==> config.mk <==
export PLATFORM = sky130hd
export DESIGN_NAME = wr_accept_fsm
export DESIGN_NICKNAME = d
export VERILOG_FILES = /design/src/logic/axi_defs_pkg.sv /design/src/logic/sync_fifo.sv /design/src/logic/wr_accept_fsm.sv
export SDC_FILE = /design/constraint.sdc
export NUM_CORES = 1
export LEC_CHECK = 0
export ABC_AREA = 1
export BUFFER_PORTS_ARGS = -buffer_cell sky130_fd_sc_hd__buf_2
export CAP_MARGIN = 20
export CORE_ASPECT_RATIO = 0.8
export CORE_MARGIN = 5
export CORE_UTILIZATION = 65
export DETAILED_ROUTE_END_ITERATION = 12
export PLACE_DENSITY = 0.81
export SYNTH_ARGS = -nofsm -noshare
export SYNTH_HDL_FRONTEND = slang
export SYNTH_SLANG_ARGS = --single-unit
export TNS_END_PERCENT = 10
==> constraint.sdc <==
create_clock -name clock -period 3.2 [get_ports clock]
set_clock_uncertainty 0.1 [all_clocks]
set_input_delay 0.16 -clock clock [delete_from_list [all_inputs] [get_ports clock]]
set_output_delay 0.16 -clock clock [all_outputs]
set_load 0.01 [all_outputs]
==> src/logic/axi_defs_pkg.sv <==
`default_nettype none

package axi_defs_pkg;

  // width of the AXI4 burst length field
  localparam int AXLEN_BITS = 8;

  // AXI4 burst types, only INCR is handled by the write path
  typedef enum logic [1:0] {
    FIXED = 2'b00,
    INCR  = 2'b01,
    WRAP  = 2'b10
  } burst_e;

  // AXI4 write response codes
  typedef enum logic [1:0] {
    OKAY   = 2'b00,
    EXOKAY = 2'b01,
    SLVERR = 2'b10,
    DECERR = 2'b11
  } resp_e;

endpackage

`default_nettype wire

==> src/logic/sync_fifo.sv <==
`timescale 1ns/10ps
`default_nettype none

module sync_fifo #(
  parameter int WIDTH = 8,
  parameter int DEPTH = 16
) (
  input  logic             clock,
  input  logic             reset,
  input  logic             valid_i,
  output logic             ready_o,
  input  logic [WIDTH-1:0] data_i,
  output logic             valid_o,
  input  logic             ready_i,
  output logic [WIDTH-1:0] data_o
);

  // DEPTH is a power of two, pointers carry one wrap bit
  localparam int ABITS = $clog2(DEPTH);

  logic [WIDTH-1:0] mem [DEPTH];
  logic [ABITS:0]   wr_ptr;
  logic [ABITS:0]   rd_ptr;
  logic             push;
  logic             pop;

  assign ready_o = (wr_ptr ^ rd_ptr) != {1'b1, {ABITS{1'b0}}};
  assign valid_o = wr_ptr != rd_ptr;
  assign data_o  = mem[rd_ptr[ABITS-1:0]];

  assign push = valid_i & ready_o;
  assign pop  = valid_o & ready_i;

  always_ff @(posedge clock) begin
    if (reset) begin
      wr_ptr <= '0;
      rd_ptr <= '0;
    end else begin
      if (push) begin
        wr_ptr <= wr_ptr + 1'b1;
      end
      if (pop) begin
        rd_ptr <= rd_ptr + 1'b1;
      end
    end
  end

  always_ff @(posedge clock) begin
    if (push) begin
      mem[wr_ptr[ABITS-1:0]] <= data_i;
    end
  end

endmodule

`default_nettype wire

==> src/logic/wr_accept_fsm.sv <==
`timescale 1ns/10ps
`default_nettype none

module wr_accept_fsm #(
  parameter int ID_WIDTH  = 4,
  parameter int CMD_DEPTH = 16
) (
  input  logic                clock,
  input  logic                reset,
  input  logic                awvalid_i,
  input  logic                wvalid_i,
  input  logic                wlast_i,
  input  logic                bready_i,
  input  logic                chunk_ready_i,
  input  logic                data_ready_i,
  input  logic                mem_last_taken_i,
  input  logic [ID_WIDTH-1:0] awid_i,
  output logic                awready_o,
  output logic                wready_o,
  output logic                bvalid_o,
  output axi_defs_pkg::resp_e bresp_o,
  output logic [ID_WIDTH-1:0] bid_o,
  output logic                burst_start_o
);

  // at most CMD_DEPTH bursts wait in the id FIFO
  localparam int PEND_BITS = $clog2(CMD_DEPTH + 1);

  typedef enum logic [1:0] {ST_IDLE, ST_FILL, ST_BUSY} state_e;

  state_e               state;
  logic                 awready_q;
  logic                 wready_q;
  logic                 bvalid_q;
  logic                 w_last_fire;
  logic                 b_fire;
  logic                 id_ready;
  logic [PEND_BITS-1:0] pend_q;
  logic [PEND_BITS-1:0] pend_next;

  assign awready_o     = awready_q;
  // a full data FIFO stalls the W channel
  assign wready_o      = wready_q & data_ready_i;
  assign bvalid_o      = bvalid_q;
  assign bresp_o       = axi_defs_pkg::OKAY;
  assign burst_start_o = awvalid_i & awready_q;
  assign w_last_fire   = wvalid_i & wready_o & wlast_i;
  assign b_fire        = bvalid_q & bready_i;

  always_ff @(posedge clock) begin
    if (reset) begin
      state     <= ST_IDLE;
      awready_q <= 1'b0;
      wready_q  <= 1'b0;
    end else begin
      case (state)
        ST_IDLE: begin
          if (burst_start_o) begin
            state     <= ST_FILL;
            awready_q <= 1'b0;
            wready_q  <= 1'b1;
          end else begin
            awready_q <= 1'b1;
          end
        end
        ST_FILL: begin
          if (w_last_fire) begin
            state    <= ST_BUSY;
            wready_q <= 1'b0;
          end
        end
        ST_BUSY: begin
          // wait for room in every block before the next address
          if (chunk_ready_i && data_ready_i && id_ready) begin
            state     <= ST_IDLE;
            awready_q <= 1'b1;
          end
        end
        default: begin
          state     <= ST_IDLE;
          awready_q <= 1'b0;
          wready_q  <= 1'b0;
        end
      endcase
    end
  end

  // completed bursts still waiting for their response
  always_comb begin
    pend_next = pend_q + PEND_BITS'(mem_last_taken_i) - PEND_BITS'(b_fire);
  end

  always_ff @(posedge clock) begin
    if (reset) begin
      pend_q   <= '0;
      bvalid_q <= 1'b0;
    end else begin
      pend_q   <= pend_next;
      bvalid_q <= (pend_next != '0);
    end
  end

  // ids in burst order, the head answers the oldest burst
  sync_fifo #(
    .WIDTH(ID_WIDTH),
    .DEPTH(CMD_DEPTH)
  ) u_id_fifo (
    .clock  (clock),
    .reset  (reset),
    .valid_i(burst_start_o),
    .ready_o(id_ready),
    .data_i (awid_i),
    .valid_o(),
    .ready_i(b_fire),
    .data_o (bid_o)
  );

endmodule

`default_nettype wire

==> run summary <==
Traced cell by cell, the critical path runs through buf_4 -> a21oi_1 -> o21ai_0 -> o211ai_1 -> nand3_1 -> nand2_1 -> buf_2. For the number of global-route vias before repair, the log shows 2468. Per report_power, the sequential group accounts for 49.9% of the total. The ratio of routed vias to standard cells was 5.486; the number of antenna violations at the first check in global routing was 0. The worst supply voltage drop on vdd came out at 0.0004032 V. After Yosys synthesis, full adders, half adders and majority gates account for 3.765% of the synthesized area. The count of standard-cell rows is 25.

The global placer's final weighted congestion was 0.7921. The sum of negative setup slack was 0 ns; the maximum single-stage delay on the critical path was 0.79 ns. The total number of H-tree levels is 3, and the number of slew-limit violations in the final report is 0. The post-detailed-placement cell area is 0.004013 sq mm, and the number of synthesized register bits is 88. The clock net sink count is 88, and the number of enable flip-flop cells after synthesis is 64. The net switching power of the design is 813.6 uW.

By area, the combinational part of the netlist is dominated by simple AND/OR/NAND/NOR gates. The total power per unit cell area works out to 641.2 mW/mm^2. The library cells used most frequently in the layout, excluding fill and tap cells, are sky130_fd_sc_hd__edfxtp_1 (64), sky130_fd_sc_hd__nand2_1 (48), sky130_fd_sc_hd__inv_1 (44).

For the net count of the finished layout, the log shows 401. For this run, asynchronously set or reset flops after synthesis account for 0%. The achievable frequency is 0.4075 GHz. TritonCTS built the clock tree.

The logs give 0 for the number of buffers inserted by post-CTS setup repair and 0 for the post-cts hold buffer count. Final-report hold violation count: 0. Averaged over all synthesized cells, the footprint is 10.86 sq um.

The run finished with clean final reports. The run gives 5 as the iteration count of the initial detailed-routing pass. The number of resized instances in the post-cts repair step was 0. For the pin with the worst max-slew slack, the measured transition is 0.7143 ns. The number of CTS-inserted buffers is 9, and the layout cell share with drive strength beyond 1 is 12.83%.

Global routing consumed, over all layers together, 21.66% of the routing resources. Portion of netlist area occupied by mux cells: 4.154%. Entering global routing, the biggest net connects 35 pins. After filler insertion, the fill cell instance count of the layout stands at 432. Once layout is done, the placed cells without fillers occupy 0.004210 sq mm. Root buffer cell: sky130_fd_sc_hd__clkbuf_8. The run gives 0.04409 ns as the final hold slack. Clock-pin slew on the worst setup and hold paths: 0.08 ns. The maximum fanout along the worst path is 34, and the internal power summed over all cells is 1.886 mW.

The capturing element type of the critical path was an output pin. In this run, the clock network consumes 27.1% of the power. After layout, the worst path uses 76.69% of the clock period.

The HPWL after detailed placement is 5015 um. Counting every instance in the synthesized netlist gives 355. The insertion delay of the later-clocked pin in the worst-skew pair was 0.35 ns. In this run the tightest slew margin relative to its limit is 52.38%. STA puts the critical path data required time at 2.94 ns. The number of input and output port buffers inserted was 20; the die outline width was 96.10 um. Basic-gate share of the synthesized area counting and, or, nand and nor cells: 11.39%. The worst setup path is of the flip-flop to output pin kind. The core outline area was 0.005849 sq mm; the total of max-cap violations was 0. Setup repair after global routing left no endpoint under its margin. The number of buffers on the longest clock path was 2. The primary flip-flop cell chosen by synthesis mapping is sky130_fd_sc_hd__edfxtp_1. The switching part of the total power was 30.13%. The share of the yosys chip area belonging to registers was 62.32%; the post-synthesis xor/xnor area fraction was 1.363%. The startpoint type of the worst setup path is a flip-flop. Compound-gate portion of the synthesized area: 10.61%. Setup violations remaining at the end of the flow were counted as 0.

The clock period minus worst slack came out at 2.454 ns. The total wire length was 7236 um. The count of nets left with antenna violations once routing finished came out at 0. The commonest non-fill, non-tap cell in the layout was sky130_fd_sc_hd__edfxtp_1. In this run the vertical extent of the chip is 78.88 um. After synthesis, the netlist uses 30 different library cells. For the final antenna diode count, the log shows 0.

The worst hold path belongs to the class primary input to flip-flop. The number of design-rule violations left by the first detailed-router iteration was 247. The wire length of the first global-routing pass came out at 12060 um. The initial utilization of the core area, before any placement, comes to 65.90%.

Detailed routing inserted a total of 2540 vias. Summing every instance area after synthesis gives 0.003855 sq mm. The area added between synthesis and finish is 9.218%, and the total congestion overflow is 0.

The relative contribution of combinational cells to total power is 23.0%, and the leakage power figure is 1.602 nW. The die covers 0.007580 sq mm. Yosys printed 0 warnings.

For the I/O pin count, the log shows 23. The signal arrival time at the worst endpoint was 2.19 ns. The number of DRC violations after detailed routing came out at 0. Among all stages on the critical path, the largest delay is contributed by sky130_fd_sc_hd__dfxtp_2.

Dividing the detail-routed wire length by the instance count gives 15.63 um.
through the flow:
stage | power [mW] | instances | setup WS (ns) | utilization, %
final | 2.700 | 463 | 0.7458 | 71.98
after CTS | 2.715 | 463 | 0.7359 | 71.98
after detailed placement | 1.989 | 447 | 0.9917 | 68.60
after floorplan | 1.834 | 356 | 1.047 | -
after global routing | 2.869 | 463 | 0.5545 | 71.98
after global placement | 1.968 | 447 | 1.014 | 68.60
power groups by stage:
stage,Clock (mW),Sequential [mW],Combinational [mW]
2_1_floorplan,0,1.34,0.494
3_3_place_gp,0,1.37,0.599
3_5_place_dp,0,1.37,0.615
4_1_cts,0.748,1.35,0.620
5_1_grt,0.797,1.36,0.712
6_report,0.732,1.35,0.620
critical path: cells and delay by family, from the launching register on:
kind / cells / cell delay [ns]
buffers and inverters: 2 / 0.47
flip-flops: 1 / 0.79
AND/OR/NAND/NOR: 2 / 0.17
AO/OA/AOI/OAI: 3 / 0.38
worst paths after layout:
check	startpoint	endpoint	slack (ns)	cells past startpoint
max	flip-flop	bid_o[2]	0.75	7
max reg2reg	bvalid_o$_SDFF_PP0_	bvalid_o$_SDFF_PP0_	0.98	13
min reg2reg	wready_q$_SDFFE_PP0P_	wready_q$_SDFFE_PP0P_	0.37	2
min	reset	u_id_fifo.wr_ptr[2]$_SDFFE_PP0P_	0.04	2
synthesized netlist by cell type (3+ instances only):
| master | instances | area share (%) |
|---|---|---|
| sky130_fd_sc_hd__edfxtp_1 | 64 | 50 |
| sky130_fd_sc_hd__nand2_1 | 48 | 4.7 |
| sky130_fd_sc_hd__inv_1 | 44 | 4.3 |
| sky130_fd_sc_hd__a21oi_1 | 30 | 3.9 |
| sky130_fd_sc_hd__nor2_1 | 26 | 2.5 |
| sky130_fd_sc_hd__dfxtp_1 | 24 | 12 |
| sky130_fd_sc_hd__o21ai_0 | 24 | 3.1 |
| sky130_fd_sc_hd__nand3_1 | 17 | 2.2 |
| sky130_fd_sc_hd__mux2i_1 | 16 | 4.2 |
| sky130_fd_sc_hd__o211ai_1 | 16 | 3.1 |
| sky130_fd_sc_hd__ha_1 | 10 | 3.2 |
| sky130_fd_sc_hd__clkbuf_1 | 5 | 0.49 |
| sky130_fd_sc_hd__buf_4 | 4 | 0.78 |
| sky130_fd_sc_hd__buf_2 | 3 | 0.39 |
| sky130_fd_sc_hd__xnor2_1 | 3 | 0.68 |
| sky130_fd_sc_hd__xor2_1 | 3 | 0.68 |
sequential cells by signal, indices dropped and copies added, names as in the netlist, named ones only:
name,count
wready_q,1
awready_o,1
u_id_fifo.wr_ptr,5
bvalid_o,1
state,2
u_id_fifo.mem,64
u_id_fifo.rd_ptr,5
pend_q,5
per-layer routing:
layer  vias to the layer above  wire length [um]  global-route usage, %
li1                       1258                 -                      -
met1                      1196              3377                  30.80
met2                        72              3277                  32.18
met4                         0               112                  8.665
met3                        14               469                  5.019
met5                         -                 0                      0
layout make-up:
class                   instances  area [sq um]  share of cell area, %
flip-flops and latches         88          2404                  57.09
multi-input cells             209          1214                  28.83
inverters                      47         178.9                  4.250
clock buffers                  11         162.7                  3.863
repair buffers                 22         115.1                  2.734
well taps                      81         101.3                  2.407
clock inverters                 5         35.03                 0.8321
kinds of logic after synthesis:
logic type / Yosys count
compound gates: 73
xor+xnor: 6
fa+ha+maj: 11
buf+inv: 59
flops: 88
mux: 16
other cells: 1
simple gates: 101
No activity file was read; power rests on OpenSTA's default activity.
