### src/logic/axi_defs_pkg.sv
`default_nettype none

package axi_defs_pkg;

  // width of the AXI4 burst length field
  localparam int AXLEN_BITS = 8;

  // AXI4 burst types, only INCR is handled by the write path
  typedef enum logic [1:0] {
    FIXED = 2'b00,
    INCR  = 2'b01,
    WRAP  = 2'b10
  } burst_e;

  // AXI4 write response codes
  typedef enum logic [1:0] {
    OKAY   = 2'b00,
    EXOKAY = 2'b01,
    SLVERR = 2'b10,
    DECERR = 2'b11
  } resp_e;

endpackage

`default_nettype wire

### src/logic/mem_defs_pkg.sv
`default_nettype none

package mem_defs_pkg;

  // one BL8 chunk is four 32-bit AXI beats
  localparam int CHUNK_BEATS = 4;

  // address step from one chunk to the next
  localparam int CHUNK_BYTES = 16;

  // position of a chunk within its burst
  typedef enum logic {
    CHUNK_FIRST = 1'b0,
    CHUNK_NEXT  = 1'b1
  } seq_e;

endpackage

`default_nettype wire

### src/logic/wr_cmd_if.sv
`timescale 1ns/10ps
`default_nettype none

// chunk commands from the chunker into the command FIFO
interface wr_cmd_if #(
  parameter int ADDR_WIDTH = 32,
  parameter int ID_WIDTH   = 4
);

  logic                  valid;
  logic                  ready;
  mem_defs_pkg::seq_e    seq;
  logic [ID_WIDTH-1:0]   id;
  logic [ADDR_WIDTH-1:0] addr;

  // payload is held until valid && ready
  modport source (output valid, output seq, output id, output addr, input ready);

  modport sink (input valid, input seq, input id, input addr, output ready);

endinterface

`default_nettype wire

### src/logic/burst_chunker.sv
`timescale 1ns/10ps
`default_nettype none

module burst_chunker #(
  parameter int ADDR_WIDTH = 32,
  parameter int ID_WIDTH   = 4
) (
  input  logic                                clock,
  input  logic                                reset,
  input  logic                                start_i,
  input  logic [axi_defs_pkg::AXLEN_BITS-1:0] len_i,
  input  logic [ID_WIDTH-1:0]                 id_i,
  input  logic [ADDR_WIDTH-1:0]               addr_i,
  output logic                                ready_o,
  wr_cmd_if.source                            cmd
);

  localparam int LEN_BITS   = axi_defs_pkg::AXLEN_BITS;
  localparam int BEAT_SHIFT = $clog2(mem_defs_pkg::CHUNK_BEATS);
  // enough bits for a full 256-beat burst in chunks
  localparam int CNT_BITS   = LEN_BITS + 1 - BEAT_SHIFT;

  logic [LEN_BITS:0]       beats;
  logic [CNT_BITS-1:0]     chunks;
  logic [CNT_BITS-1:0]     remain_q;
  logic                    valid_q;
  mem_defs_pkg::seq_e      seq_q;
  logic [ID_WIDTH-1:0]     id_q;
  logic [ADDR_WIDTH-1:0]   addr_q;
  logic                    cmd_fire;

  // awlen + 1 beats, split into groups of four
  assign beats  = {1'b0, len_i} + 1'b1;
  assign chunks = CNT_BITS'(beats >> BEAT_SHIFT);

  assign cmd_fire = valid_q & cmd.ready;
  assign ready_o  = ~valid_q;

  assign cmd.valid = valid_q;
  assign cmd.seq   = seq_q;
  assign cmd.id    = id_q;
  assign cmd.addr  = addr_q;

  always_ff @(posedge clock) begin
    if (reset) begin
      valid_q  <= 1'b0;
      remain_q <= '0;
    end else if (start_i && !valid_q) begin
      valid_q  <= 1'b1;
      remain_q <= chunks - 1'b1;
    end else if (cmd_fire) begin
      if (remain_q == '0) begin
        valid_q <= 1'b0;
      end else begin
        remain_q <= remain_q - 1'b1;
      end
    end
  end

  // command payload, stepped after each accepted chunk
  always_ff @(posedge clock) begin
    if (start_i && !valid_q) begin
      seq_q  <= mem_defs_pkg::CHUNK_FIRST;
      id_q   <= id_i;
      addr_q <= addr_i;
    end else if (cmd_fire && remain_q != '0) begin
      seq_q  <= mem_defs_pkg::CHUNK_NEXT;
      addr_q <= addr_q + ADDR_WIDTH'(mem_defs_pkg::CHUNK_BYTES);
    end
  end

endmodule

`default_nettype wire

### src/flat_wrapper.sv
// flat-port wrapper written by rule: the top's interface ports become plain ports
module burst_chunker_flat 
#(
  parameter int ADDR_WIDTH = 32,
  parameter int ID_WIDTH   = 4
)
  (clock, reset, start_i, len_i, id_i, addr_i, ready_o, cmd_valid, cmd_seq, cmd_id, cmd_addr, cmd_ready);
  wr_cmd_if #(.ADDR_WIDTH(ADDR_WIDTH), .ID_WIDTH(ID_WIDTH)) cmd_i ();
  input  logic clock;
  input  logic reset;
  input  logic start_i;
  input  logic [axi_defs_pkg::AXLEN_BITS-1:0] len_i;
  input  logic [ID_WIDTH-1:0] id_i;
  input  logic [ADDR_WIDTH-1:0] addr_i;
  output logic ready_o;
  output wire logic [$bits(cmd_i.valid)-1:0] cmd_valid;
  output wire logic [$bits(cmd_i.seq)-1:0] cmd_seq;
  output wire logic [$bits(cmd_i.id)-1:0] cmd_id;
  output wire logic [$bits(cmd_i.addr)-1:0] cmd_addr;
  input wire logic [$bits(cmd_i.ready)-1:0] cmd_ready;
  assign cmd_valid = cmd_i.valid;
  assign cmd_seq = cmd_i.seq;
  assign cmd_id = cmd_i.id;
  assign cmd_addr = cmd_i.addr;
  assign cmd_i.ready = cmd_ready;
  burst_chunker #(.ADDR_WIDTH(ADDR_WIDTH), .ID_WIDTH(ID_WIDTH)) u_core (.clock(clock), .reset(reset), .start_i(start_i), .len_i(len_i), .id_i(id_i), .addr_i(addr_i), .ready_o(ready_o), .cmd(cmd_i));
endmodule
### config.mk
export PLATFORM = sky130hd
export DESIGN_NAME = burst_chunker_flat
export DESIGN_NICKNAME = d
export VERILOG_FILES = /design/src/logic/axi_defs_pkg.sv /design/src/logic/mem_defs_pkg.sv /design/src/logic/wr_cmd_if.sv /design/src/logic/burst_chunker.sv /design/src/flat_wrapper.sv
export SDC_FILE = /design/constraint.sdc
export NUM_CORES = 1
export LEC_CHECK = 0
export BUFFER_PORTS_ARGS = -buffer_cell sky130_fd_sc_hd__buf_4
export CAP_MARGIN = 20
export CORE_UTILIZATION = 50
export DETAILED_ROUTE_END_ITERATION = 8
export GPL_TIMING_DRIVEN = 0
export MAX_ROUTING_LAYER = met4
export PLACE_DENSITY_LB_ADDON = 0.12
export SYNTH_ARGS = -nofsm -noshare
export SYNTH_HDL_FRONTEND = slang
export SYNTH_SLANG_ARGS = --single-unit
### constraint.sdc
create_clock -name clock -period 2.9 [get_ports clock]
set_input_delay 0.29 -clock clock [delete_from_list [all_inputs] [get_ports clock]]
set_output_delay 0.29 -clock clock [all_outputs]
set_load 0.02 [all_outputs]
==> run metrics, run 1 <==
status complete, no violations; Startpoint Class flip-flop; Switching Share 0.338; Worst-Skew Late Latency 300 ps; WL final 5420 um; final cell count without fillers 422; CTS tree yes; deepest clock path buffer count 2; max_cap viols 0; clock slew at reported path FFs 90 ps; setup ws final 561 ps; Core Rows 25; worst ir drop on vdd 362 uV; Worst Setup End Kind flip-flop; vias 2,162; RSZ-0062 raised after global routing false; H-tree depth 2; Final min period 2340 ps; Fin Hold WS 157 ps; cell area after synthesis 0.00253 sq mm; CP Class reg2reg; CP max FO 37; Starting DRT DRC Count 112; vias per std cell 5.12; number of global-route vias before repair 1,936; fmax 428 MHz; first-pass GRT wire length 8480 um; Setup WS pre-CTS 577 ps; clk sink count 45; Worst Tran Pin Value 868 ps; largest net degree at the start of global routing 38; final max-slew violation count 0; drt first pass iters 4; Synth cell types 42; placed instance area 0.00326 sq mm; # diodes 0; # DRC 0; hold endpoint u_core.cmd.id[1]; setup_tns 0 ps; Post-Synthesis Mean Instance Area 9.67 sq um; grt ovf 0; CP required 3070 ps; antenna violations before repair 0; part of the power in registers 0.486; area delta synth->final 32.0%; setup bufs post-CTS 0; Final period util 0.807; leak pwr 1.29 nW; FF+latch count, synth 45; Gate power share 0.309; layout cells sized above 1 0.290; core footprint 0.00479 sq mm; worst r2r dst u_core.remain_q[2]; Crit Reg-Reg Startpoint u_core.remain_q[4]; PostCTS Resize Cnt 0; Design Area, Final 0.00334 sq mm; GRT Overall Usage 0.214; final-layout fill cell count 405; WL/cell 12.8 um; Ports 87; # nets final 404; Seq/Total Area, Yosys 0.498; Hold WC Path Type in2reg; PwrDens 573 mW/mm^2; die area 0.00536 sq mm; register-to-register setup slack 560 ps; cell total after placement 414; Clock Tree Root clkbuf_8; Yosys warnings 0; Antenna Violating Nets Remaining 0; Mapped Nets 312; cell depth of the worst flop-to-flop path 6; Initial Utilization 0.529; Pint 0.00127 W; chip height 73.2 um; Placer Congestion 0.857; Hold Crit Depth 1; worst clock skew 9.51 ps; Synth Instances 262; hold path startpoint id_i[1]; Die X 73.2 um; Buffers on Ports 85; Psw 0.000648 W; final setup fails 0; Num CTS Buffers 5; Clock power frac 0.206; worst path arrival time 2510 ps; Post-CTS Hold Buffers 0; DP HPWL 4040 um; Final Hold Violating Endpoints 0; slew margin rel. 0.421
[layout by cell type (no fill, tap or decap), drive strengths merged]
| cell type | count |
|---|---|
| a31oi | 3 |
| xor2 | 15 |
| or3 | 1 |
| xnor2 | 17 |
| dfxtp | 9 |
| o21a | 1 |
| and3 | 5 |
| mux2i | 2 |
| buf | 89 |
| a21oi | 5 |
| nand2 | 45 |
| o211ai | 1 |
| a311oi | 1 |
| nor2 | 20 |
| nor4 | 1 |
| o31ai | 1 |
| clkbuf | 15 |
| nand3 | 9 |
| nor3b | 1 |
| o21ai | 32 |
| or4 | 3 |
| o22ai | 2 |
| a22oi | 1 |
| clkinvlp | 2 |
| nand4 | 7 |
| and4 | 4 |
| nand2b | 2 |
| nor3 | 5 |
| a211oi | 4 |
| nor2b | 1 |
| and2 | 6 |
| edfxtp | 36 |
| inv | 7 |
| ha | 2 |
[metrics by stage]
stage	total power [W]	utilization
after floorplan	0.00129	-
after global placement	0.00152	0.680
after detailed placement	0.00154	0.680
after CTS	0.00192	0.699
after global routing	0.00201	0.699
final	0.00191	0.699
[sequential cells by signal (all words and copies together) (netlist names)]
signal            flops
u_core.cmd.addr      32
u_core.remain_q       7
u_core.cmd.id         4
u_core.cmd.seq        1
u_core.cmd.valid      1
[power by group through the flow]
stage / clock network (W) / registers (W) / logic, W
3_5_place_dp: 0 / 0.000943 / 0.000594
6_report: 0.000394 / 0.000929 / 0.000591
4_1_cts: 0.000397 / 0.000929 / 0.000596
2_1_floorplan: 0 / 0.00102 / 0.000271
3_3_place_gp: 0 / 0.000938 / 0.000584
5_1_grt: 0.000419 / 0.000944 / 0.000645
[routing by layer]
metal  wire, um  track usage  vias up
li1           -            -     1111
met1       2450        0.266      984
met4         55       0.0654        0
met5          0            -        -
met3        246       0.0456        6
met2       2670        0.349       61
[synth_stat cells, drive strengths merged]
library cell  count  share of area
nand2            45          0.067
edfxtp           36           0.43
o21ai            32          0.063
nor2             20          0.030
xnor2            17          0.059
xor2             15          0.052
clkbuf            9          0.013
dfxtp             9          0.071
nand3             9          0.020
inv               7          0.010
nand4             7          0.017
and2              6          0.015
a21oi             5         0.0099
and3              5          0.014
nor3              5          0.012
a211oi            4          0.017
and4              4          0.014
buf               4          0.011
a31oi             3         0.0074
or4               3         0.0089
ha                2         0.0099
mux2i             2          0.013
nand2b            2         0.0049
o22ai             2         0.0049
a22oi             1         0.0030
a311oi            1         0.0035
nor2b             1         0.0025
nor3b             1         0.0049
nor4              1         0.0049
o211ai            1         0.0030
o21a              1         0.0030
o31ai             1         0.0030
or3               1         0.0025
[worst max-delay path, cell delays in order, from the launching register on]
cell and delay (ps):
dfxtp_1 350, or4_1 550, nor4_2 280, a22oi_1 240
buf_2 420, o211ai_1 290, a21oi_1 90
[worst max-delay path by stage]
stage | startpoint | depth (start not counted) | slack [ps] | to
global placement | u_core.remain_q[4] | 6 | 570 | u_core.remain_q[2]
finish | u_core.remain_q[4] | 6 | 560 | u_core.remain_q[2]
detailed placement | u_core.remain_q[4] | 6 | 580 | u_core.remain_q[2]
CTS | u_core.remain_q[4] | 6 | 560 | u_core.remain_q[2]
floorplan | u_core.cmd.valid | 9 | 730 | u_core.remain_q[4]
global route | u_core.cmd.addr[4] | 7 | 400 | u_core.cmd.addr[28]
[area by class of cell]
type,count,area [sq um],area share
plain buffers,13,61.3,0.0183
clock buffers,6,72.6,0.0217
clock inverters,2,15.0,0.00449
inverters,7,26.3,0.00786
multi-input cells,197,1180,0.354
flip-flops and latches,45,1260,0.377
well taps,67,83.8,0.0251
repair buffers,85,638,0.191
[cell families after synthesis]
| group | share of synthesized area |
|---|---|
| and+or+nand+nor | 0.217 |
| xor gates and xnor gates | 0.111 |
| AOI/OAI and AO/OA | 0.118 |
| adders and majority gates | 0.00987 |
| DFF | 0.498 |
| muxes | 0.0128 |
| buffers and inverters | 0.0346 |
No activity file was read; power rests on OpenSTA's default activity.
==> run 2: changes to the inputs <==
--- a/config.mk
+++ b/config.mk
@@ -5,9 +5,10 @@
 export SDC_FILE = /design/constraint.sdc
 export NUM_CORES = 1
 export LEC_CHECK = 0
+export ABC_AREA = 1
 export BUFFER_PORTS_ARGS = -buffer_cell sky130_fd_sc_hd__buf_4
 export CAP_MARGIN = 20
-export CORE_UTILIZATION = 50
+export CORE_UTILIZATION = 46
 export DETAILED_ROUTE_END_ITERATION = 8
 export GPL_TIMING_DRIVEN = 0
 export MAX_ROUTING_LAYER = met4
==> constraint.sdc (replaced) <==
create_clock -name clock -period 2 [get_ports clock]
set_input_delay 0.2 -clock clock [delete_from_list [all_inputs] [get_ports clock]]
set_output_delay 0.2 -clock clock [all_outputs]
set_load 0.02 [all_outputs]
==> run 2 against run 1 <==
- via count grew 20%
- hold slack lost 87 ps
- sequential share of layout area shrank 2.8 points
- maximum frequency rose by 23%
- largest cell class is now multi-input gates
==> run metrics, run 2 <==
Die X 79.3 um (+8.4%); Starting DRT DRC Count 119 (+6.3%); Synth top area share 0.393 (-0.0334); Critical path origin u_core.cmd.addr[4]; hold path startpoint id_i[3]; most frequent cells after synthesis nand2_1 (116), inv_1 (43), edfxtp_1 (36); worst ir drop on vdd 492 uV (+36%); die area 0.00629 sq mm (+17%); Final Hold Violating Endpoints 0 (unchanged); max_cap viols 0 (unchanged); status complete, no violations; CP Class reg2reg; vias per std cell 4.98 (-2.8%); Initial Utilization 0.487 (-0.0422); DP HPWL 5000 um (+24%); grt ovf 0 (unchanged); Final min period 1910 ps (-433 ps); Yosys warnings 0 (unchanged); fmax 524 MHz (+23%); Post-Synthesis Mean Instance Area 7.74 sq um (-20%); most instantiated library cell after synthesis nand2_1; largest net degree at the start of global routing 38 (unchanged); Async SR Flop Fraction 0 (unchanged); Largest register FFs 32 (unchanged); Final period util 0.953 (+0.147); CP max FO 5 (-86%); RSZ-0062 raised after global routing false; layout cells sized above 1 0.260 (-0.0301); most frequent cells in the layout nand2_1 (116), buf_4 (87), inv_1 (43); worst clock skew 7.37 ps (-2.14 ps); clk sink count 45 (unchanged); top cell type by total area after synthesis edfxtp_1; cell area after synthesis 0.00275 sq mm (+8.5%); WL final 6520 um (+20%); number of global-route vias before repair 2,482 (+28%); final max-slew violation count 0 (unchanged); Synth cell types 32 (-24%); WP buf/inv 1 (unchanged); Core Rows 27 (+8.0%); leak pwr 1.74 nW (+35%); Startpoint Class flip-flop; most common cell after layout, fill and taps aside nand2_1; Worst-Skew Late Latency 300 ps (about the same); drt first pass iters 4 (unchanged); crit path max-delay cell type edfxtp_1; Crit Reg-Reg Startpoint u_core.cmd.addr[4]; Worst path top cell family by delay simple AND/OR/NAND/NOR gates; CP required 2070 ps (-1000 ps); Seq/Total Area, Yosys 0.459 (-0.0390); deepest clock path buffer count 2 (unchanged); core footprint 0.00564 sq mm (+18%); area delta synth->final 31.5%; Synth Instances 355 (+35%); Placer Congestion 0.833 (-2.8%); GRT Overall Usage 0.224 (+0.0105); vias 2,599 (+20%); Ports 87 (unchanged); clock slew at reported path FFs 90 ps (about the same); chip height 79.3 um (+8.4%); slew margin rel. 0.602 (+0.181); PwrDens 759 mW/mm^2 (+33%); Final Core Density 0.640 (-0.0581); final setup fails 0 (unchanged); Setup WS pre-CTS -29.0 ps (-606 ps); Mapped Nets 405 (+30%); FF+latch count, synth 45 (unchanged); # nets final 499 (+24%); Hold WC Path Type in2reg; antenna violations before repair 0 (unchanged); Main synth FF type edfxtp_1; Clock Tree Root clkbuf_8; CTS tree yes; first-pass GRT wire length 10,800 um (+27%); final cell count without fillers 522 (+24%); H-tree depth 2 (unchanged); worst path arrival time 1970 ps (-540 ps); # DRC 0 (unchanged); CP Cell Sequence ha_2, nand4_2, nor3b_4, nand3_4, inv_4, nand4_1, nand3_1, nand2_1; Post-synth EDFFs 36 (unchanged); Worst Setup End Kind flip-flop; Buffers on Ports 86 (+1.2%); setup ws final 93.4 ps (-467 ps); Worst Tran Pin Value 593 ps (-276 ps); WL/cell 12.5 um (-2.8%); slowest cell delay on critical path 400 ps (-150 ps); Num CTS Buffers 5 (unchanged); Antenna Violating Nets Remaining 0 (unchanged); cell total after placement 513 (+24%); Synth area leaders edfxtp_1 (39%), nand2_1 (16%), dfxtp_1 (6.6%); # diodes 0 (unchanged)
-- run 2: worst paths after layout --
check | to | slack [ps] | depth (start not counted)
min reg2reg | u_core.cmd.seq | 490 | 2
min | u_core.cmd.id[3] | 70 | 1
max reg2reg | u_core.cmd.addr[30] | 90 | 8
max | u_core.cmd.addr[30] | 90 | 8
-- run 2: timing repair --
| action | CTS | global route |
|---|---|---|
| cloned | 0 | 0 |
| gates resized for setup | 1 | 3 |
| pin swaps | 0 | 1 |
| endpoints found under the setup margin | 3 | 4 |
| hold buffers | 0 | 0 |
| setup buffers | 0 | 1 |
-- run 2: logic make-up (layout without fill, tap and decap cells) --
| kind of cell | Yosys count | after routing | synth area share |
|---|---|---|---|
| xor gates and xnor gates | 20 | 20 | 0.0637 |
| buffers and inverters | 55 | 150 | 0.0801 |
| adders and majority gates | 2 | 2 | 0.00910 |
| AOI/OAI and AO/OA | 30 | 30 | 0.0619 |
| and+or+nand+nor | 203 | 203 | 0.326 |
| DFF | 45 | 45 | 0.459 |
-- run 2: stage by stage --
step                      hold slack (ps)  setup TNS [ps]  power (W)  area (sq um)
after global routing                 56.5               0    0.00289          3610
after global placement                378               0    0.00205          3490
after CTS                            56.8               0    0.00276          3600
final                                69.9               0    0.00274          3610
after detailed placement              380           -29.0    0.00207          3490
after floorplan                       278               0    0.00175          2750
-- run 2: report_power, final --
| part | internal [W] | switching, W |
|---|---|---|
| Clock | 0.000368 | 0.000322 |
| Combinational | 0.000320 | 0.000456 |
| Sequential | 0.00116 | 0.000114 |
-- run 2: routing by layer --
| metal | wire length (um) | GRT usage | vias up |
|---|---|---|---|
| met5 | 0 | - | - |
| met2 | 3100 | 0.379 | 81 |
| met1 | 2930 | 0.267 | 1164 |
| met3 | 378 | 0.0448 | 11 |
| li1 | - | - | 1343 |
| met4 | 119 | 0.0745 | 0 |
-- run 2: layout make-up --
class	instances	area, sq um
Fill cell	503	2030
Multi-Input combinational cell	255	1270
Sequential cell	45	1260
Timing Repair Buffer	87	653
Inverter	47	184
Tap cell	72	90.1
Clock buffer	5	68.8
Buffer	8	43.8
Clock inverter	3	41.3
