===== src/logic/sync_fifo.sv =====
`timescale 1ns/10ps
`default_nettype none

module sync_fifo #(
  parameter int WIDTH = 8,
  parameter int DEPTH = 16
) (
  input  logic             clock,
  input  logic             reset,
  input  logic             valid_i,
  output logic             ready_o,
  input  logic [WIDTH-1:0] data_i,
  output logic             valid_o,
  input  logic             ready_i,
  output logic [WIDTH-1:0] data_o
);

  // DEPTH is a power of two, pointers carry one wrap bit
  localparam int ABITS = $clog2(DEPTH);

  logic [WIDTH-1:0] mem [DEPTH];
  logic [ABITS:0]   wr_ptr;
  logic [ABITS:0]   rd_ptr;
  logic             push;
  logic             pop;

  assign ready_o = (wr_ptr ^ rd_ptr) != {1'b1, {ABITS{1'b0}}};
  assign valid_o = wr_ptr != rd_ptr;
  assign data_o  = mem[rd_ptr[ABITS-1:0]];

  assign push = valid_i & ready_o;
  assign pop  = valid_o & ready_i;

  always_ff @(posedge clock) begin
    if (reset) begin
      wr_ptr <= '0;
      rd_ptr <= '0;
    end else begin
      if (push) begin
        wr_ptr <= wr_ptr + 1'b1;
      end
      if (pop) begin
        rd_ptr <= rd_ptr + 1'b1;
      end
    end
  end

  always_ff @(posedge clock) begin
    if (push) begin
      mem[wr_ptr[ABITS-1:0]] <= data_i;
    end
  end

endmodule

`default_nettype wire


===== config.mk =====
export PLATFORM = sky130hd
export DESIGN_NAME = sync_fifo
export DESIGN_NICKNAME = d
export VERILOG_FILES = /design/src/logic/sync_fifo.sv
export SDC_FILE = /design/constraint.sdc
export NUM_CORES = 1
export LEC_CHECK = 0
export ABC_AREA = 1
export BUFFER_PORTS_ARGS = -buffer_cell sky130_fd_sc_hd__clkbuf_2
export CORE_MARGIN = 1
export CORE_UTILIZATION = 35
export DETAILED_ROUTE_END_ITERATION = 12
export PLACE_DENSITY = 0.54
export SYNTH_ARGS = -nofsm -noshare
export SYNTH_HDL_FRONTEND = slang
export SYNTH_SLANG_ARGS = --single-unit
export TNS_END_PERCENT = 1

===== constraint.sdc =====
create_clock -name clock -period 4.9 [get_ports clock]
set_clock_uncertainty 0.2 [all_clocks]
set_input_delay 0.245 -clock clock [delete_from_list [all_inputs] [get_ports clock]]
set_output_delay 0.245 -clock clock [all_outputs]
set_load 0.02 [all_outputs]

==> metrics list, run 1 <==
* Transition time at the pin with the least slew margin: 1300 ps
- The final layout contains routed wiring with a total length of 12900 um.
* Library cell occupying the most area in the post-synthesis netlist: sky130_fd_sc_hd__edfxtp_1
* Number of max-capacitance violations reported: 0
- At the later pin of the worst-skew pair, clock insertion delay measures 410 ps.
- Type of the worst setup path: flip-flop to output pin
- Commonest cells in the synthesized netlist: 128 x sky130_fd_sc_hd__edfxtp_1, 78 x sky130_fd_sc_hd__inv_1, 71 x sky130_fd_sc_hd__nand2_1, 57 x sky130_fd_sc_hd__nand3_1, 39 x sky130_fd_sc_hd__a21oi_1
- The Yosys step of the flow raised 0 warnings.
* Share of power burned in combinational logic: 10.3%
* Source of the worst register-to-register timing path: wr_ptr[1]$_SDFFE_PP0P_
- Most numerous cell on the critical path: sky130_fd_sc_hd__nand3_1
- Share of cells above drive strength 1: 11.3%
- For this run, global-route usage on met2 was measured as 23.6%.
* Via count of the first global-routing pass: 3661
- Summed negative setup slack over all endpoints: 0 ps
- Endpoint with the worst hold slack: wr_ptr[1]$_SDFFE_PP0P_
- RSZ-0062 raised after global routing: no
- Non-filler cells in the finished layout: 779
* Number of flip-flops and latches in the synthesized netlist: 142
* Iter 0 DRT Violations: 311
* Number of nets with antenna violations after routing: 0
- The die is 133 um tall.
* Cell-by-cell listing of the critical path: buf_4, a21oi_1, o21ai_0, nand3_1, nand3_1, nand2_1, clkbuf_2
* Area share of the leading cell type in the synthesized netlist: 64.1%
- Routed via count: 3779
* Total Routing Usage GR: 15.8%
* Final Cycle Share: 60.2%
- Number of cells on the worst hold path: 4
- Setup crit end kind: output pin
* Arrival time worst endpoint: 2510 ps
- In this run the register-to-register setup slack is 2420 ps.
- Initial antenna violation count: 0
* CTS sink count: 142
- Global routing consumed, on the met1 layer, 21.9% of the routing resources.
- Worst-path cell with the longest stage delay: sky130_fd_sc_hd__dfxtp_4
- Number of gates resized after cts: 0
* Number of enable flip-flop cells after synthesis: 128
- The number of cells on the worst reg-to-reg path is 7.
* Via density per instance: 4.85
* Power density over cell area: 426 nW/um^2
- Clk buf depth: 2
- Entering global routing, the biggest net connects 90 pins.
* Mean instance size in the synthesized netlist: 11.3 sq um
* Busiest layer in global routing: met2
- Clock slew at reported path FFs: 50 ps
* Relative max-transition margin: 12.7%
* DRC violation count after routing: 0
- The most used flip-flop cell after synthesis is sky130_fd_sc_hd__edfxtp_1.
- The repair_antennas step left the layout with diodes totalling 0.
- In the final routed layout, each cell accounts on average for 16.6 um.
- Clock share of power: 42.4%
- Biggest cell delay along the critical path: 860 ps
* Number of top-level design ports: 22
- From synthesis to final layout, the design area changed by 14.1%.
- Share of power burned in registers: 47.3%
* Status: completed
- Once placement completed, the tool counted placed cells totaling 750.
* Cell area after technology mapping: 6000 sq um
- Summing the sequential cell areas from Yosys gives 68.7% of the chip area.
- Maximum achievable frequency: 0.339 GHz
- The startpoint identified for the worst hold timing path is valid_i.
- Overflow after GRT: 0
- The final-report max-slew violation count is 0.
* Required time of the worst setup path: 4450 ps
- Number of buffers added on ports: 21
* Cells taking the most area after synthesis: sky130_fd_sc_hd__edfxtp_1 64%, sky130_fd_sc_hd__inv_1 4.9%, sky130_fd_sc_hd__nand3_1 4.8%
- Worst reg2reg endpoint: mem[3][7]$_DFFE_PP_
* Die ar.: 17700 sq um
- Number of endpoints failing setup at the final stage: 0
* Post-Synthesis Net Count: 550
* Final min period: 2950 ps
- Die boundary width: 133 um
- CTS placed an instance of sky130_fd_sc_hd__clkbuf_16 at the clock tree root.
- Met3 routing resource usage after global routing: 3.95%
- Area of placed instances: 6280 sq um
- Routability-driven placement finished with a final weighted congestion of 0.821.
- Netlist cell types: 25
- Initial Util: 36.1%
- In this run the worst hold path is classified as primary input to flip-flop.
- TritonCTS Buffers: 17
* Crit path launch type: flip-flop
- Placed wire-length estimate: 8300 um
- Cells after Synth: 533
- In this run switching power makes up 23.9% of total power.
- The final layout contains 567 nets.
- Design area: 6850 sq um
- VDD sags by at most 0.251 mV.
* Clock tree from TritonCTS: done
* Internal power component: 2.22 mW
- The initialized floorplan defines 47 standard-cell rows.
* Most repeated cell in the gate-level netlist after synthesis: sky130_fd_sc_hd__edfxtp_1
- Worst-path maximum fanout: 89
- Total iterations of the first detailed-routing run: 5
* Count of final hold-check violations: 0
* Net switching power: 0.699 mW
- For this design the static power due to leakage is 2.49 nW.
- The floorplan step defined a core boundary enclosing 16600 sq um.
- Level count of the clock H-tree: 4
* Fraction of registers with async set or reset after synthesis: 0%
* First-pass GRT wire length: 20500 um
worst max-delay path: cells and delay by family (launching register included):
| kind | cells | cell delay (ps) |
|---|---|---|
| buf+inv | 2 | 620 |
| compound gates | 2 | 230 |
| flops | 1 | 860 |
| simple gates | 3 | 320 |
stage by stage:
step	worst slack [ps]	utilization (%)	power, mW	hold slack [ps]
6_report	1950	41.1	2.92	8.64
5_1_grt	1740	41.1	3.03	16.7
4_1_cts	1950	41.1	2.93	3.08
3_5_place_dp	2360	37.7	1.71	321
3_3_place_gp	2380	37.7	1.70	312
2_1_floorplan	2880	-	1.61	144
registers in the layout, indices dropped and copies added, names as in the netlist, named ones only:
register  cells
wr_ptr        5
mem         128
rd_ptr        5
power groups by stage:
stage	Clock (mW)	Combinational, mW	Sequential (mW)
6_report	1.24	0.300	1.38
5_1_grt	1.30	0.339	1.39
4_1_cts	1.25	0.302	1.38
3_5_place_dp	0	0.300	1.41
3_3_place_gp	0	0.297	1.40
2_1_floorplan	0	0.242	1.37
metal layers:
metal	part of all wire, %	routed length (um)	up-vias
met5	0	0	-
met4	2.0	259	0
met3	3.8	487	19
met2	45	5780	79
met1	50	6430	1807
li1	-	-	1874
cells in the final DEF, fill, tap and decap left out, types with 2 or more instances in the layout:
cell                         count
sky130_fd_sc_hd__nand2_2         6
sky130_fd_sc_hd__clkbuf_1        2
sky130_fd_sc_hd__inv_2           3
sky130_fd_sc_hd__clkbuf_2       21
sky130_fd_sc_hd__inv_1          78
sky130_fd_sc_hd__clkinvlp_4      2
sky130_fd_sc_hd__nand2_1        71
sky130_fd_sc_hd__ha_1            5
sky130_fd_sc_hd__buf_4           2
sky130_fd_sc_hd__o211ai_1       32
sky130_fd_sc_hd__clkbuf_16      17
sky130_fd_sc_hd__o21ai_0        32
sky130_fd_sc_hd__bufinv_16       3
sky130_fd_sc_hd__nor3_1          6
sky130_fd_sc_hd__dfxtp_1        12
sky130_fd_sc_hd__nor2_1         29
sky130_fd_sc_hd__edfxtp_1      128
sky130_fd_sc_hd__a21oi_1        39
sky130_fd_sc_hd__nand3_1        57
sky130_fd_sc_hd__clkinv_1        3
sky130_fd_sc_hd__clkinv_2        2
worst max-delay path by stage:
| stage | slack (ps) | depth (start not counted) | from | endpoint |
|---|---|---|---|---|
| 3_5_place_dp | 2360 | 7 | wr_ptr[1]$_SDFFE_PP0P_ | mem[3][4]$_DFFE_PP_ |
| 2_1_floorplan | 2880 | 7 | wr_ptr[1]$_SDFFE_PP0P_ | mem[7][0]$_DFFE_PP_ |
| 5_1_grt | 1740 | 7 | flip-flop | data_o[2] |
| 4_1_cts | 1950 | 7 | flip-flop | data_o[2] |
| 3_3_place_gp | 2380 | 7 | wr_ptr[1]$_SDFFE_PP0P_ | mem[3][4]$_DFFE_PP_ |
| 6_report | 1950 | 7 | flip-flop | data_o[3] |
kinds of logic (layout without fill, tap and decap cells):
group / after synthesis / count (layout) / share of synthesized area, %
AOI/OAI and AO/OA: 104 / 104 / 10.1
and+or+nand+nor: 173 / 173 / 12.9
xor gates and xnor gates: 1 / 1 / 0.146
DFF: 142 / 142 / 68.7
buffers and inverters: 108 / 134 / 7.11
adders and majority gates: 5 / 5 / 1.04
layout make-up:
type / count / area (sq um)
fillers: 1569 / 9790
flip-flops and latches: 142 / 4130
multi-input cells: 283 / 1450
clock buffers: 19 / 433
inverters: 82 / 308
well taps: 220 / 275
repair buffers: 24 / 130
clock inverters: 9 / 123
timing repair:
action | in CTS | in global routing
hold buffers | 1 | 0
hold endpoints to repair | 2 | 0
buffers inserted | 0 | 0
Note: power is estimated with default switching activity, not from simulation.
==> inputs of run 2 (changes only) <==
- PLACE_DENSITY: 0.54 -> 0.56
- clock period: 4.9 -> 2.63 ns (I/O delays scaled with it)
==> run 2 against run 1 <==
Clock-buffer cell count rose by 5; register-to-register slack got worse by 2100 ps; non-clock buffer count rose by 10; routed wire length rose by 6.1%; largest power group unchanged.
==> metrics list, run 2 (same netlist as run 1, synthesis figures left out) <==
* Status: completed
- Source of the worst register-to-register timing path: wr_ptr[1]$_SDFFE_PP0P_
* Number of max-capacitance violations reported: 0
- Total power consumption of the routed design: 5.59 mW
- In the layout the commonest cells are 128 x sky130_fd_sc_hd__edfxtp_1, 78 x sky130_fd_sc_hd__inv_1, 71 x sky130_fd_sc_hd__nand2_1.
* Arrival time worst endpoint: 2020 ps
- The worst hold path begins at data_i[1].
* Setup crit end kind: output pin
- The H-tree was split into 4 levels.
- Total Nets Final: 577
* Global placement routability congestion: 0.855
- Root Driver: sky130_fd_sc_hd__clkbuf_16
- Worst Setup Slack, final: 282 ps
* Initial antenna violation count: 0
- The worst-case IR drop observed on VDD is 0.419 mV.
* Die boundary width: 133 um
- After layout, the worst path uses 89.3% of the clock period.
- The finished cells cover 7010 sq um.
- Biggest cell delay along the critical path: 600 ps
- Routed via count: 3892
* First-pass GRT wire length: 21400 um
- Post-CTS timing repair inserted 0 buffers for setup.
* Number of buffers added on ports: 21
- At the placement stage, the worst setup path has a slack of 355 ps.
* CTS sink count: 142
* Crit path launch type: flip-flop
- Share of cells above drive strength 1: 11.7%
- In the final routed layout, each cell accounts on average for 17.3 um.
* Clk buf depth: 2
- Overflow after GRT: 0
* Placed wire-length estimate: 8760 um
- Setup violations remaining at the end of the flow were counted as 0.
- Instance count after placement with tap cells included: 756
* Number of nets with antenna violations after routing: 0
* Non-filler cells in the finished layout: 793
* Iter 0 DRT Violations: 422
- The floorplan has 47 rows.
- Of all nets on the critical path, the largest fanout is 38.
- The register with the most flip-flops in the layout has 128 of them.
- Leakage power figure: 2.56 nW
- Transition time at the pin with the least slew margin: 713 ps
- The core region is 16600 sq um.
- TritonCTS Buffers: 17
* Area growth syn-to-layout: 16.7%
- Entering global routing, the biggest net connects 65 pins.
- Required time of the worst setup path: 2300 ps
* Kind of cell with the highest combined delay on the critical path: flip-flops
- Most frequent standard cell in the layout excluding fill and tap cells: sky130_fd_sc_hd__edfxtp_1
* Number of top-level design ports: 22
- Clock tree from TritonCTS: done
- RSZ-0062 raised after global routing: no
* Via density per instance: 4.91
* Relative max-transition margin: 52.3%
* Maximum achievable frequency: 0.426 GHz
* Path class of the lowest-slack min-delay path: primary input to flip-flop
- The slowest stage of the critical path is the sky130_fd_sc_hd__dfxtp_4 cell.
* Area of placed instances: 6360 sq um
- Clock-pin slew was measured on the worst setup and hold paths at 50 ps.
- For the final routed database, the setup TNS stands at 0 ps.
* Number of fill cells: 1543
- From bottom edge to top edge, the die measures 133 um.
- Wires add up to 13700 um.
* DRC violation count after routing: 0
- Across every metal layer, demand over resource in global routing totals 16.9%.
- Final min period: 2350 ps
- Initial Util: 36.1%
- Power density over cell area: 798 nW/um^2
- Number of gates resized after cts: 0
- The critical path is of the flip-flop to output pin type.
* Die ar.: 17700 sq um
- Antenna diode instance count: 0
- Via count of the first global-routing pass: 3851
- Number of buffer and inverter stages on the critical path: 2
* Cell-by-cell listing of the critical path: buf_4, nand2_1, o211ai_1, nand3_1, nand3_1, nand2_1, clkbuf_2
* Number of hold buffers added after cts: 5
* Worst-skew pair later-pin latency: 420 ps
- Count of final hold-check violations: 0
- Total iterations of the first detailed-routing run: 5
- The final-report max-slew violation count is 0.
## run 2: final cells by class
class,instances,area [sq um],area share (%)
well taps,220,275,3.93
inverters,82,308,4.39
flip-flops and latches,142,4130,58.9
repair buffers,34,253,3.61
clock buffers,24,452,6.45
clock inverters,8,139,1.98
multi-input cells,283,1450,20.7
## run 2: routing by layer
| metal | vias to the layer above | global-route usage (%) | routed length (um) |
|---|---|---|---|
| met5 | - | 0 | 0 |
| li1 | 1901 | - | - |
| met1 | 1870 | 21.8 | 6210 |
| met4 | 0 | 6.90 | 221 |
| met2 | 105 | 26.7 | 6630 |
| met3 | 16 | 4.60 | 669 |
## run 2: final timing paths
| path | endpoint | slack [ps] | cells after the start |
|---|---|---|---|
| max | data_o[1] | 280 | 7 |
| max reg2reg | mem[2][1]$_DFFE_PP_ | 320 | 9 |
| min | mem[1][1]$_DFFE_PP_ | 70 | 1 |
| min reg2reg | rd_ptr[4]$_SDFFE_PP0P_ | 330 | 2 |
## run 2: power by group
group / switching (mW) / internal (mW)
clock network: 0.836 / 1.58
logic: 0.423 / 0.212
registers: 0.0447 / 2.50
## run 2: through the flow
step | util (%) | hold slack (ps)
global placement | 38.2 | 301
floorplan | - | 30.4
finish | 42.1 | 66.4
detailed placement | 38.2 | 315
global route | 42.1 | 79.4
CTS | 42.1 | 56.5
==> inputs of run 3 (changes only) <==
- REMOVE_ABC_BUFFERS: not set -> 1
==> run 3 against run 2 <==
Hold slack got worse by 26 ps; design area decreased by 1.5%; clock power shrank 12%; setup slack lost 60 ps; largest cell class unchanged; largest power group unchanged; highest routed layer unchanged.
==> metrics list, run 3 (same netlist as run 1, synthesis figures left out) <==
- Status: completed
* FP Rows: 47
* Die Span Y: 133 um
- The finished cells cover 6900 sq um.
- Number of setup buffers added after CTS: 0
- Worst-skew pair later-pin latency: 420 ps
* Number of top-level design ports: 22
* Total Routing Usage GR: 16.8%
- Placed wire-length estimate: 8940 um
- Final Max Tran Viols: 0
* Worst-path maximum fanout: 40
- Power density over cell area: 769 nW/um^2
- TritonCTS built the clock tree.
- Counting stages on the worst path, the most repeated cell is sky130_fd_sc_hd__nand3_1.
- Clk buf depth: 2
- Data on the critical path is required at its endpoint by 2300 ps.
- Subtracting the final worst setup slack from the clock period gives 2410 ps.
* CTS sink count: 142
- After clock tree synthesis, the clock-pin slew on the worst setup and hold paths is 50 ps.
- Routed wire length: 13600 um
- For this run, design rule violations remaining after detail routing come to 0.
- Die ar.: 17700 sq um
- Across all layers, the routed design uses 3924 vias.
- Post-layout util: 41.5%
- Via density per instance: 4.97
* Type of the worst setup path: flip-flop to output pin
* WL per Instance: 17.3 um
- Total Nets Final: 574
* Leading cell types in the layout, fill and taps excluded: 128 x sky130_fd_sc_hd__edfxtp_1, 78 x sky130_fd_sc_hd__inv_1, 71 x sky130_fd_sc_hd__nand2_1
- The analysis attributes to cell leakage a power of 2.52 nW.
- In this run the remaining antenna-violating nets after routing total 0.
- Iter 0 DRT Violations: 451
- Max IR drop VDD: 0.460 mV
- Initial Util: 36.1%
* Area of placed instances: 6360 sq um
* Flip-flop count of the largest register, all copies and words added: 128
- Worst-path cell with the longest stage delay: sky130_fd_sc_hd__dfxtp_2
- The total overflow left after global routing is 0.
- Post-CTS repair changed the size of 0 cells.
* TritonCTS Buffers: 17
- For the pin with the worst max-slew slack, the measured transition is 1090 ps.
- Antenna diode instance count: 0
- STA classifies the critical path endpoint as an output pin.
- In this run the clock root is driven by a sky130_fd_sc_hd__clkbuf_16.
- Relative max-transition margin: 27.0%
- STA classifies the critical path startpoint as a flip-flop.
- Cell-by-cell listing of the critical path: buf_12, o211ai_1, nand3_1, nand3_1, nand2_1, clkbuf_2
* Number of endpoints failing setup at the final stage: 0
* Initial antenna violation count: 0
- Dividing the final minimum period by the clock period gives 91.6%.
- Largest net degree at the start of global routing: 42
* Maximum achievable frequency: 0.415 GHz
* Path class of the lowest-slack min-delay path: primary input to flip-flop
- Of the cells placed in the final design, the portion with a size suffix greater than 1 is 12.0%.
- Most frequent standard cell in the layout excluding fill and tap cells: sky130_fd_sc_hd__edfxtp_1
* Via count of the first global-routing pass: 3913
- Number of buffers added on ports: 21
- Number of max-capacitance violations reported: 0
- WHS: 40.3 ps
- Core region area: 16600 sq um
* Total iterations of the first detailed-routing run: 5
- The congestion estimate from routability-driven global placement came to 0.808.
- Biggest cell delay along the critical path: 650 ps
* Arrival time worst endpoint: 2080 ps
- The H-tree generated during clock tree synthesis spans 4 levels.
* Area growth syn-to-layout: 15.0%
- Count of final hold-check violations: 0
- Die boundary width: 133 um
- Setup repair after global routing left no endpoint under its margin.
- The first global-routing pass estimated 21800 um of wire.
run 3: per-stage QoR:
step / setup slack [ps] / setup TNS, ps / instances / power [mW]
3_3_place_gp: 466 / 0 / 755 / 3.23
4_1_cts: 209 / 0 / 789 / 5.34
3_5_place_dp: 302 / 0 / 755 / 3.23
6_report: 222 / 0 / 789 / 5.30
5_1_grt: 22.0 / 0 / 789 / 5.49
2_1_floorplan: -534 / -4270 / 507 / 2.98
run 3: where the power goes:
group	leakage [nW]	internal, mW	switching, mW
combinational	0.998	0.207	0.420
clock	0.253	1.27	0.845
sequential	1.27	2.50	0.0604
run 3: layer usage:
metal	routed length [um]	track usage, %	up-vias	part of all wire (%)
li1	-	-	1896	-
met1	6280	21.8	1920	46
met2	6450	26.5	94	47
met3	718	4.83	14	5.3
met4	186	6.39	0	1.4
met5	0	0	-	0
run 3: worst paths after layout:
check / from / end / slack (ps) / cells past startpoint
max: flip-flop / data_o[2] / 220 / 6
min: data_i[7] / mem[14][7]$_DFFE_PP_ / 40 / 1
max reg2reg: wr_ptr[1]$_SDFFE_PP0P_ / mem[7][1]$_DFFE_PP_ / 310 / 7
min reg2reg: rd_ptr[4]$_SDFFE_PP0P_ / rd_ptr[4]$_SDFFE_PP0P_ / 330 / 2
run 3: critical path, delay by kind of cell (launching register included):
family                 cells  cell delay [ps]
buffers and inverters      2              460
AO/OA/AOI/OAI              1              160
flip-flops                 1              650
AND/OR/NAND/NOR            3              360
run 3: area by class of cell:
cell class | instances | area [sq um]
Sequential cell | 142 | 4130
Clock buffer | 21 | 440
Tap cell | 220 | 275
Clock inverter | 10 | 73.8
Multi-Input combinational cell | 283 | 1450
Fill cell | 1604 | 9740
Timing Repair Buffer | 31 | 225
Inverter | 82 | 308
run 3: what timing repair did:
| item | in CTS | in global routing |
|---|---|---|
| hold buffers | 3 | 0 |
| setup endpoints to repair | 0 | 0 |
| endpoints found under the hold margin | 14 | 0 |
